==> config.mk <==
export PLATFORM = sky130hd
export DESIGN_NAME = cache_controller
export DESIGN_NICKNAME = d
export VERILOG_FILES = /design/src/source/cache_geom_pkg.sv /design/src/source/cache_ctrl_pkg.sv /design/src/source/cache_controller.sv
export SDC_FILE = /design/constraint.sdc
export NUM_CORES = 1
export LEC_CHECK = 0
export ABC_AREA = 1
export CAP_MARGIN = 5
export CORE_ASPECT_RATIO = 0.75
export CORE_MARGIN = 3
export CORE_UTILIZATION = 57
export DETAILED_ROUTE_END_ITERATION = 8
export DONT_BUFFER_PORTS = 1
export PLACE_DENSITY = 0.75
export SYNTH_ARGS = -nofsm -noshare
export SYNTH_HDL_FRONTEND = slang
export SYNTH_SLANG_ARGS = --single-unit
==> constraint.sdc <==
create_clock -name clk -period 1.7 [get_ports clk]
set_clock_uncertainty 0.2 [all_clocks]
set_input_delay 0.34 -clock clk [delete_from_list [all_inputs] [get_ports clk]]
set_output_delay 0.34 -clock clk [all_outputs]
set_load 0.01 [all_outputs]
==> src/source/cache_geom_pkg.sv <==
package cache_geom_pkg;

	// byte address, 16-bit words
	localparam int ADDR_W = 16;
	localparam int DATA_W = 16;

	// 256 lines of four words
	localparam int INDEX_W = 8;
	localparam int WORD_SEL_W = 2;
	localparam int TAG_W = ADDR_W - INDEX_W - WORD_SEL_W - 1;
	localparam int LINE_WORDS = 2 ** WORD_SEL_W;
	localparam int NUM_LINES = 2 ** INDEX_W;

	typedef logic [TAG_W-1:0] tag_t;
	typedef logic [INDEX_W-1:0] index_t;
	typedef logic [WORD_SEL_W-1:0] word_sel_t;
	typedef logic [DATA_W-1:0] word_t;

	// fields of a CPU byte address, msb first
	typedef struct packed {
		tag_t tag;
		index_t index;
		word_sel_t word;
		logic byte_sel;
	} addr_split_t;

endpackage

==> src/source/cache_ctrl_pkg.sv <==
package cache_ctrl_pkg;

	import cache_geom_pkg::*;

	typedef enum logic [2:0] {
		IDLE,
		COMPARE,
		EVICT_REQ,
		EVICT_WAIT,
		FILL_REQ,
		FILL_WAIT,
		FILL_WRITE,
		FINISH
	} ctrl_state_e;

	typedef enum logic [1:0] {
		CACHE_LOOKUP = 2'd0,
		CACHE_STORE_HIT = 2'd1,
		CACHE_LINE_READ = 2'd2,
		CACHE_FILL = 2'd3
	} cache_op_e;

	// controller to cache store
	typedef struct packed {
		logic en;
		cache_op_e op;
		tag_t tag;
		index_t index;
		word_sel_t word;
		word_t wdata;
		logic last;
	} cache_cmd_t;

	typedef struct packed {
		logic hit;
		logic dirty;
		tag_t tag;
		word_t rdata;
	} cache_rsp_t;

	// one word per memory transaction
	typedef struct packed {
		logic strobe;
		logic write;
		logic [ADDR_W-1:0] addr;
		word_t wdata;
	} mem_req_t;

	typedef struct packed {
		logic busy;
		logic rvalid;
		word_t rdata;
	} mem_rsp_t;

endpackage

==> src/source/cache_controller.sv <==
`timescale 1ns/1ps

module cache_controller
	import cache_geom_pkg::*;
	import cache_ctrl_pkg::*;
(
	input logic clk,
	input logic rst_n,
	input logic [ADDR_W-1:0] addr,
	input word_t data_in,
	input logic rd,
	input logic wr,
	input cache_rsp_t store_rsp,
	input mem_rsp_t mem_rsp,
	output word_t data_out,
	output logic done,
	output logic stall,
	output logic cache_hit,
	output logic err,
	output cache_cmd_t store_cmd,
	output mem_req_t mem_req
);

	localparam word_sel_t LAST_WORD = word_sel_t'(LINE_WORDS - 1);

	// request held from acceptance until done
	typedef struct packed {
		addr_split_t addr;
		word_t wdata;
		logic read;
		logic write;
		logic illegal;
		logic hit;
	} req_t;

	ctrl_state_e state;
	ctrl_state_e state_n;
	word_sel_t cnt;
	word_sel_t cnt_n;
	req_t req_q;
	addr_split_t addr_in;
	word_t fill_q;
	word_t rdata_q;
	logic accept;
	logic ret_read;

	assign addr_in = addr;
	assign accept = (state == IDLE) && (rd || wr);
	assign stall = (state != IDLE);
	assign ret_read = done && req_q.read && !req_q.illegal;
	assign data_out = ret_read ? store_rsp.rdata : rdata_q;

	always_ff @(posedge clk or negedge rst_n) begin
		if (!rst_n) begin
			state <= IDLE;
			cnt <= '0;
			req_q <= '0;
		end else begin
			state <= state_n;
			cnt <= cnt_n;
			if (accept) begin
				req_q.addr <= addr_in;
				req_q.wdata <= data_in;
				req_q.read <= rd;
				req_q.write <= wr;
				req_q.illegal <= addr_in.byte_sel || (rd && wr);
				// lookup in IDLE already ran on the incoming address
				req_q.hit <= store_rsp.hit;
			end
		end
	end

	always_ff @(posedge clk) begin
		if (mem_rsp.rvalid) begin
			fill_q <= mem_rsp.rdata;
		end
		if (ret_read) begin
			rdata_q <= store_rsp.rdata;
		end
	end

	// next state, counter and CPU status
	always_comb begin
		state_n = state;
		cnt_n = cnt;
		done = 1'b0;
		err = 1'b0;
		cache_hit = 1'b0;
		case (state)
			IDLE: begin
				if (accept) begin
					state_n = COMPARE;
				end
			end
			COMPARE: begin
				cnt_n = '0;
				if (req_q.illegal) begin
					done = 1'b1;
					err = 1'b1;
					state_n = IDLE;
				end else if (store_rsp.hit) begin
					done = 1'b1;
					cache_hit = 1'b1;
					state_n = IDLE;
				end else if (store_rsp.dirty) begin
					state_n = EVICT_REQ;
				end else begin
					state_n = FILL_REQ;
				end
			end
			EVICT_REQ: state_n = EVICT_WAIT;
			EVICT_WAIT: begin
				if (!mem_rsp.busy) begin
					// counter wraps to word 0 for the fill
					cnt_n = cnt + 1'b1;
					state_n = (cnt == LAST_WORD) ? FILL_REQ : EVICT_REQ;
				end
			end
			FILL_REQ: state_n = FILL_WAIT;
			FILL_WAIT: begin
				if (mem_rsp.rvalid) begin
					state_n = FILL_WRITE;
				end
			end
			FILL_WRITE: begin
				cnt_n = cnt + 1'b1;
				state_n = (cnt == LAST_WORD) ? FINISH : FILL_REQ;
			end
			FINISH: begin
				done = 1'b1;
				state_n = IDLE;
			end
			default: state_n = IDLE;
		endcase
	end

	// store command, driven from registers and CPU inputs only
	always_comb begin
		store_cmd = '0;
		store_cmd.tag = req_q.addr.tag;
		store_cmd.index = req_q.addr.index;
		store_cmd.word = req_q.addr.word;
		store_cmd.wdata = req_q.wdata;
		case (state)
			IDLE: begin
				store_cmd.en = rd || wr;
				store_cmd.op = CACHE_LOOKUP;
				store_cmd.tag = addr_in.tag;
				store_cmd.index = addr_in.index;
				store_cmd.word = addr_in.word;
			end
			COMPARE: begin
				store_cmd.en = !req_q.illegal;
				store_cmd.op = (req_q.write && req_q.hit) ? CACHE_STORE_HIT : CACHE_LOOKUP;
			end
			EVICT_REQ: begin
				store_cmd.en = 1'b1;
				store_cmd.op = CACHE_LINE_READ;
				store_cmd.word = cnt;
			end
			FILL_WRITE: begin
				store_cmd.en = 1'b1;
				store_cmd.op = CACHE_FILL;
				store_cmd.word = cnt;
				store_cmd.wdata = fill_q;
				store_cmd.last = (cnt == LAST_WORD);
			end
			FINISH: begin
				// line is resident now, replay as a hit
				store_cmd.en = 1'b1;
				store_cmd.op = req_q.write ? CACHE_STORE_HIT : CACHE_LOOKUP;
			end
			default: ;
		endcase
	end

	always_comb begin
		mem_req = '0;
		case (state)
			EVICT_REQ: begin
				// victim word comes straight from the line read
				mem_req.strobe = 1'b1;
				mem_req.write = 1'b1;
				mem_req.addr = {store_rsp.tag, req_q.addr.index, cnt, 1'b0};
				mem_req.wdata = store_rsp.rdata;
			end
			FILL_REQ: begin
				mem_req.strobe = 1'b1;
				mem_req.addr = {req_q.addr.tag, req_q.addr.index, cnt, 1'b0};
			end
			default: ;
		endcase
	end

	// request states are only reached once memory has gone idle
	a_strobe_idle: assert property (@(posedge clk) disable iff (!rst_n)
		mem_req.strobe |-> !mem_rsp.busy);

	// a request only ends with no memory transaction in flight
	a_done_state: assert property (@(posedge clk) disable iff (!rst_n)
		done |-> (state != IDLE) && !mem_rsp.busy);

endmodule

==> summary.md, run 1 <==
| Metric | Value |
|---|---|
| Outcome | `finished, violations left` |
| Failing checks | `setup timing` |
| Final period util | `137%` |
| Reg2reg end | `state[2]` |
| Diode count | `0` |
| Clk sink count | `72` |
| Crit path buffers/inverters | `1` |
| RSZ-0062 raised after global routing | `yes` |
| Setup crit end kind | `primary output` |
| Setup CP Type | `flip-flop to primary output` |
| Wirelength, routed | `around 17 mm` |
| Final setup vio count | `128` |
| TritonRoute pass-1 iters | `7` |
| Worst EP arrival | `1.79 ns` |
| Share of the synthesized area in the top cell type | `between 20% and 30%` |
| Gpl congestion | `between 0.8 and 0.9` |
| Syn nets | `between 500 and 600` |
| Most used cell, CP | `nand2_4` |
| Hold Path Origin | `wr` |
| Gr usage total | `35.7%` |
| Hold Path End | `req_q[1]` |
| CTS tree | `done` |
| Worst Hold Class | `input port to flip-flop` |
| Crit-path cells | `nor2_8 -> nand2_4 -> o21ai_4 -> buf_12 -> nand2_4 -> nand2_1 -> nand2_4` |
| DRT iter0 DRCs | `around 570` |
| GR Util met3 | `under 10%` |
| Final Core Density | `96.8%` |
| Max stage delay on crit path | `about 0.47 ns` |
| Top Family by Delay on Critical Path | `simple AND/OR/NAND/NOR gates` |
| Initial Util | `between 50% and 60%` |
| Vias after detailed routing | `4347` |
| Global route hottest layer | `met2` |
| Combinational power share | `around three fifths` |
| Relative slew slack | `46.8%` |
| Setup slack after layout | `-0.627 ns` |
| Layout cells sized above 1 | `a little under two fifths` |
| Port Buffers | `0` |
| Cells after Synth | `between 400 and 500` |
| Met2 Usage GRT | `between 60% and 70%` |
| Final Instance Area | `between 0.005 and 0.006 sq mm` |
| Switch Pwr | `5.53 mW` |
| Area grow syn2layout | `62.4%` |
| Synth Cell Area | `about 0.0035 sq mm` |
| Num ports | `between 150 and 200` |
| Synth area leaders | `dfrtp_1 29%, nand2_1 21%, edfxtp_1 14%, dfxtp_1 9.1%, inv_1 4.9%` |
| Vias in the first global route | `3798` |
| Drc violations | `0` |
| First-pass GRT wire length | `~19 mm` |
| Die Y-Extent | `between 70 and 80 um` |
| CTS Buf Count | `9` |
| Internal power | `between 5 and 6 mW` |
| M1 GR Usage | `41.4%` |
| H-Tree Depth | `3` |
| YS warnings | `0` |
| Least-Margin Pin Slew | `0.795 ns` |
| Largest net degree at the start of global routing | `approximately 40` |
| Clock root buffer | `clkbuf_8` |
| Worst R2R Setup Slack | `-0.52 ns` |
| Clk slew on worst S/H paths | `0.09 ns` |
| Count of state elements after synthesis | `between 70 and 80` |
| Remaining Overflow, GRT | `0` |
| Final hold violations | `0` |
| Drt wl/cell | `between 20 and 30 um` |
| Initial antenna violation count | `0` |
| Worst-skew pair later-pin latency | `approximately 0.36 ns` |
| Register share of total power | `27.8%` |
| Nets | `661` |
| Critical path origin | `state[2]` |
| Clock Tree Buf Depth | `2` |
| Cell Area, Placed | `0.00396 sq mm` |
| TNS Setup | `-49.70 ns` |
| Hold Path Cell Cnt | `2` |
| Critical Path Fanout Max | `8` |
| DP Worst Slack | `-0.156 ns` |
| Synth cell types | `26` |
| Reg-to-Reg Start | `state[1]` |
| Pwr Density | `between 1500 and 2000 mW/mm^2` |
| Row Count | `24` |
| Max Cap Viol | `0` |
| Slowest CP cell | `dfrtp_2` |
| Core Box Area | `between 0.005 and 0.006 sq mm` |
| Syn avg cell area | `~7.7 sq um` |
| Period minus WS final | `~2.3 ns` |
| Cell taking the most area after synthesis | `dfrtp_1` |
| WP data required | `1.16 ns` |
| Final Hold Slack | `about 0.07 ns` |
| Fmax achieved | `between 400 and 500 MHz` |
| P_leak | `~2.7 nW` |
| HPWL Detailed | `6.23 mm` |
| Register area share after synthesis | `~51%` |
| Die width | `96.6 um` |
| Sw frac | `between 50% and 60%` |
| Peak VDD IR | `~0.0011 V` |
| Die area | `between 0.007 and 0.008 sq mm` |
| Post-route ant nets | `0` |
| Max-slew violations | `0` |
| Vias per cell | `between 6 and 7` |
| Critical Path Source Type | `flip-flop` |
| Clk pwr share | `11.4%` |
| Worst r2r path cells | `11` |
==> worst max-delay path by stage <==
stage,endpoint,cells past startpoint
floorplan,data_out[10],8
global placement,data_out[10],6
detailed placement,data_out[5],6
CTS,store_cmd[34],7
global route,data_out[15],6
finish,data_out[0],7
==> logic make-up after synthesis <==
family,Yosys count,synth area share (%)
compound gates,41,6.46
fa+ha+maj,1,0.357
buf+inv,69,9.24
flops,72,51.4
other cells,1,0.107
simple gates,272,32.5
==> area by class of cell <==
class	count	area, sq um
sequential	72	1810
inverter	50	233
multi-input combinational	316	2010
timing repair buffer	133	1370
timing repair inverter	1	8.76
clock buffer	9	124
clock inverter	7	47.5
tap	78	97.6
fill	107	186
==> registers in the layout, summed over array words and instances, names as in the netlist <==
| register | cells |
|---|---|
| state | 3 |
| req_q | 35 |
| fill_q | 16 |
| rdata_q | 16 |
| cnt | 2 |
==> repair_timing <==
action,in CTS,in global routing
endpoints found under the hold margin,124,0
gates cloned,5,2
pin swaps,22,22
resized for setup,106,77
hold buffers,71,0
buffers inserted,10,6
setup endpoints to repair,105,125
==> stage by stage <==
step           cells  power [mW]
2_1_floorplan    456        5.76
3_3_place_gp     559        6.85
3_5_place_dp     559        7.00
4_1_cts          661        9.45
5_1_grt          666        11.2
6_report         666        10.8
==> power by group through the flow <==
stage                     Sequential (mW)  Clock [mW]  Combinational, mW
after floorplan                      2.70           0               3.06
after global placement               2.77           0               4.08
after detailed placement             2.80           0               4.20
after CTS                            2.79        1.22               5.44
after global routing                 3.02        1.28               6.87
final                                3.00        1.23               6.57
==> synthesized netlist by cell type <==
library cell,number
o211ai_1,1
o21ai_0,32
o221ai_1,2
o21ai_4,1
nand3b_1,1
nor2_1,37
nand2_1,193
inv_2,4
o21ai_1,4
ha_1,1
nand3_1,31
buf_6,5
nor2_8,2
a21oi_1,1
conb_1,1
dfxtp_1,16
nor3_1,2
nand2_4,3
buf_2,10
nor2_2,1
nand4_1,1
inv_1,46
nand3_4,1
edfxtp_1,16
buf_4,4
dfrtp_1,40
==> routing by layer <==
layer	vias up	part of all wire (%)	wire, um
li1	1678	-	-
met1	1979	30	5210
met2	508	47	8050
met3	182	14	2480
met4	0	8.4	1450
met5	-	0	0
==> placed cells by master, fill, tap and decap left out, drive strengths merged <==
master	n
nand2	197
dlygate4sd3	70
buf	62
inv	50
dfrtp	40
nor2	40
o21ai	37
nand3	32
edfxtp	16
dfxtp	16
clkbuf	10
clkinv	7
o221ai	2
nor3	2
o211ai	1
nand4	1
nand3b	1
a21oi	1
ha	1
conb	1
clkinvlp	1
No activity file was read; power rests on OpenSTA's default activity.
==> run 2, diff against run 1 <==
--- a/config.mk
+++ b/config.mk
@@ -8,7 +8,7 @@
 export ABC_AREA = 1
 export CAP_MARGIN = 5
 export CORE_ASPECT_RATIO = 0.75
-export CORE_MARGIN = 3
+export CORE_MARGIN = 1.5
 export CORE_UTILIZATION = 57
 export DETAILED_ROUTE_END_ITERATION = 8
 export DONT_BUFFER_PORTS = 1
==> run 2 against run 1 <==
Effect of this change: the run now fails in global routing (5_1_grt); synthesized area unchanged; synthesized cell count is the same.
==> summary.md, run 2 <==
| Metric | Value |
|---|---|
| Main flop type after synthesis | `dfrtp_1` |
| Last flow stage reached | `global routing (5_1_grt)` |
| Syn nets | `~530` |
| Port Buffers | `0` |
| Syn avg cell area | `approximately 7.7 sq um` |
| Mux contribution to synthesized area | `0%` |
| Register area share after synthesis | `between 50% and 60%` |
| Post-synth top cells | `193 x nand2_1, 46 x inv_1, 40 x dfrtp_1, 37 x nor2_1, 32 x o21ai_0` |
| Cells after DPL | `559` |
| Count of state elements after synthesis | `72` |
| Clock Tree Buf Depth | `2` |
| Largest family of logic cells by synthesized area | `simple AND/OR/NAND/NOR gates` |
| Synth area leaders | `dfrtp_1 29%, nand2_1 21%, edfxtp_1 14%, dfxtp_1 9.1%, inv_1 4.9%` |
| Synth cell types | `26` |
| Cells after Synth | `456` |
| Outcome | `aborted with a tool error` |
| Largest net degree at the start of global routing | `41` |
| Xor and xnor area share after synthesis | `0%` |
| Cell Area, Placed | `~0.004 sq mm` |
| Share of the synthesized area in the top cell type | `approximately 29%` |
| Gpl congestion | `between 0.8 and 0.9` |
| Num ports | `166` |
| YS warnings | `0` |
| Synth Area in Simple Gates | `between 30% and 40%` |
| Most frequent cell after synthesis | `nand2_1` |
| Die Y-Extent | `around 71 um` |
| HPWL Detailed | `between 5 and 6 mm` |
| WEP type | `output port` |
| Clock root buffer | `clkbuf_8` |
| Row Count | `24` |
| Halt Reason | `[ERROR DPL-0038] Utilization greater than 100%, impossible to legalize` |
| Synth Cell Area | `about 0.0035 sq mm` |
| CTS Buf Count | `9` |
| Cell taking the most area after synthesis | `dfrtp_1` |
| Async SR Flop Fraction | `55.6%` |
| Worst_ep grt | `data_out[15]` |
| H-Tree Depth | `3` |
| Post-synth EDFFs | `16` |
| Post-synthesis adder-cell area fraction | `less than 1%` |
| Clk sink count | `72` |
| Die width | `between 90 and 100 um` |
| Initial Util | `around three fifths` |
| Compound-Gate Fraction of Synth Area | `around 6.5%` |
==> run 2: logic make-up after synthesis <==
| group | count (synthesis) |
|---|---|
| and+or+nand+nor | 272 |
| DFF | 72 |
| other | 1 |
| buffers and inverters | 69 |
| adders and majority gates | 1 |
| AOI/OAI and AO/OA | 41 |
==> run 2: timing repair <==
item	4_1_cts
buffers inserted	16
pin swaps	22
endpoints found under the setup margin	121
hold buffers	67
gates resized for setup	150
hold endpoints to repair	120
gates cloned	9
==> run 2: per-stage QoR <==
stage / setup TNS, ns / worst slack (ns)
2_1_floorplan: -1.62 / -0.152
3_3_place_gp: -2.46 / -0.115
3_5_place_dp: -6.07 / -0.162
4_1_cts: -42.30 / -0.477
==> run 3, diff against run 2 <==
--- a/config.mk
+++ b/config.mk
@@ -7,12 +7,11 @@
 export LEC_CHECK = 0
 export ABC_AREA = 1
 export CAP_MARGIN = 5
-export CORE_ASPECT_RATIO = 0.75
 export CORE_MARGIN = 1.5
-export CORE_UTILIZATION = 57
+export CORE_UTILIZATION = 40
 export DETAILED_ROUTE_END_ITERATION = 8
 export DONT_BUFFER_PORTS = 1
-export PLACE_DENSITY = 0.75
+export PLACE_DENSITY_LB_ADDON = 0.15
 export SYNTH_ARGS = -nofsm -noshare
 export SYNTH_HDL_FRONTEND = slang
 export SYNTH_SLANG_ARGS = --single-unit
==> constraint.sdc (replaced) <==
create_clock -name clk -period 2.2 [get_ports clk]
set_clock_uncertainty 0.2 [all_clocks]
set_input_delay 0.44 -clock clk [delete_from_list [all_inputs] [get_ports clk]]
set_output_delay 0.44 -clock clk [all_outputs]
set_load 0.01 [all_outputs]
==> run 3 against run 2 <==
Effect of this change: the flow now finishes, with violations (setup timing).
==> summary.md, run 3 (synthesis gave the netlist of run 1 again) <==
| Metric | Value |
|---|---|
| Outcome | `finished, violations left` |
| Failing checks | `setup timing` |
| M1 GR Usage | `between 20% and 30%` |
| Gr usage total | `about a fifth` |
| Pwr Density | `about 1500 mW/mm^2` |
| Diode count | `0` |
| Critical Path Fanout Max | `7` |
| Top reg by flops | `req_q` |
| Row Count | `33` |
| Fmax achieved | `429 MHz` |
| Die width | `between 90 and 100 um` |
| Period minus WS final | `about 2.3 ns` |
| Least-Margin Pin Slew | `0.794 ns` |
| Vias after detailed routing | `~3200` |
| Max-slew violations | `0` |
| Hold Path Origin | `data_in[14]` |
| DP Worst Slack | `0.172 ns` |
| DRT iter0 DRCs | `95` |
| Number of flip-flops in the largest register | `35` |
| Worst Hold Class | `input port to flip-flop` |
| Die area | `0.00934 sq mm` |
| First-pass GRT wire length | `approximately 15 mm` |
| GR Util met3 | `about 7.2%` |
| Gpl congestion | `about 0.8` |
| Critical Path Source Type | `flip-flop` |
| Top Family by Delay on Critical Path | `flip-flops` |
| P_leak | `roughly 2.3 nW` |
| Final setup vio count | `19` |
| FF/Latch Area | `approximately 0.0018 sq mm` |
| Max Cap Viol | `0` |
| Global route hottest layer | `met2` |
| Max stage delay on crit path | `between 0.4 and 0.5 ns` |
| Nets | `approximately 600` |
| Remaining Overflow, GRT | `0` |
| Worst-skew pair later-pin latency | `0.34 ns` |
| Commonest non-fill, non-tap cell in the layout | `nand2_1` |
| Port Buffers | `0` |
| Clock root buffer | `clkbuf_8` |
| Clk sink count | `72` |
| Drt wl/cell | `approximately 16 um` |
| Setup CP Type | `flip-flop to primary output` |
| Die Y-Extent | `between 90 and 100 um` |
| Wirelength, routed | `9.81 mm` |
| Reg-to-Reg Start | `state[1]` |
| Crit path buffers/inverters | `2` |
| Initial Util | `a little over two fifths` |
| Largest net degree at the start of global routing | `41` |
| Relative slew slack | `between 40% and 50%` |
| Worst R2R Setup Slack | `0.29 ns` |
| Initial antenna violation count | `0` |
| Peak VDD IR | `around 0.00063 V` |
| Met2 Usage GRT | `between 30% and 40%` |
| Area grow syn2layout | `40.3%` |
| Slowest CP cell | `dfrtp_2` |
| Critical path origin | `state[1]` |
| Vias in the first global route | `just under 3000` |
| Layout cells sized above 1 | `between 30% and 40%` |
| Clock Tree Buf Depth | `2` |
| CTS tree | `done` |
| Crit-path cells | `nor2_8 -> nand2_4 -> o21ai_4 -> buf_12 -> clkbuf_16 -> nand3_2 -> nand2_2` |
| Setup slack after layout | `-0.130 ns` |
| TNS Setup | `-1.94 ns` |
| Drc violations | `0` |
| Post-route ant nets | `0` |
| RSZ-0062 raised after global routing | `yes` |
| Worst EP arrival | `approximately 1.7 ns` |
| Core Box Area | `approximately 0.0083 sq mm` |
| CTS Buf Count | `9` |
| Top flop regs | `req_q (35), fill_q (16), rdata_q (16)` |
| Clk slew on worst S/H paths | `0.08 ns` |
| Fillers | `~720` |
| TritonRoute pass-1 iters | `5` |
| H-Tree Depth | `3` |
| Setup crit end kind | `primary output` |
| Most frequent cells in the layout | `152 x nand2_1, 42 x inv_1, 39 x nand2_2` |
| HPWL Detailed | `around 6 mm` |
| WP data required | `between 1.5 and 2 ns` |
| Vias per cell | `~5` |
| Num ports | `166` |
| Final hold violations | `0` |
| Area occupied by multi-input gates | `0.00182 sq mm` |
| Final period util | `106%` |
[run 3: power by group]
group          leakage, nW  total [mW]  internal [mW]  switching (mW)
registers            0.783        2.16           1.88           0.274
clock network        0.110        1.14          0.636           0.506
logic                 1.43        3.89           1.42            2.48
[run 3: through the flow]
| step | hold WS, ns | power (mW) | instances | cell area, sq um | util [%] |
|---|---|---|---|---|---|
| after floorplan | -0.0556 | 4.25 | 456 | 3510 | - |
| after global placement | -0.0547 | 4.75 | 557 | 3630 | 43.5 |
| after detailed placement | -0.0547 | 4.79 | 557 | 3630 | 43.5 |
| after CTS | 0.000252 | 6.50 | 615 | 4480 | 53.8 |
| after global routing | 0.00932 | 7.69 | 628 | 4920 | 59.0 |
| final | 0.0175 | 7.19 | 628 | 4920 | 59.0 |
[run 3: worst paths after layout]
check | end | cells after the start
worst min-delay path | req_q[18] | 2
worst max-delay path | data_out[15] | 7
worst min register to register | req_q[19] | 2
worst max register to register | req_q[22] | 10
max in group asynchronous | state[2] | 2
min in group asynchronous | req_q[28] | 2
[run 3: cell type report]
cell class / count / share of cell area [%]
Multi-Input combinational cell: 317 / 36.9
Inverter: 50 / 4.29
Clock inverter: 6 / 1.70
Tap cell: 105 / 2.67
Clock buffer: 10 / 2.59
Timing Repair Buffer: 68 / 15.2
Sequential cell: 72 / 36.6
[run 3: metal layers]
metal	routed length, um	part of all wire [%]
met5	0	0
met4	132	1.3
met3	685	7.0
met2	5120	52
met1	3870	39
[run 3: timing repair]
item	4_1_cts	5_1_grt
hold buffers	32	2
setup buffers	9	7
setup endpoints to repair	78	77
cloned	1	4
resized for setup	68	79
pin swaps	1	25
endpoints found under the hold margin	85	2
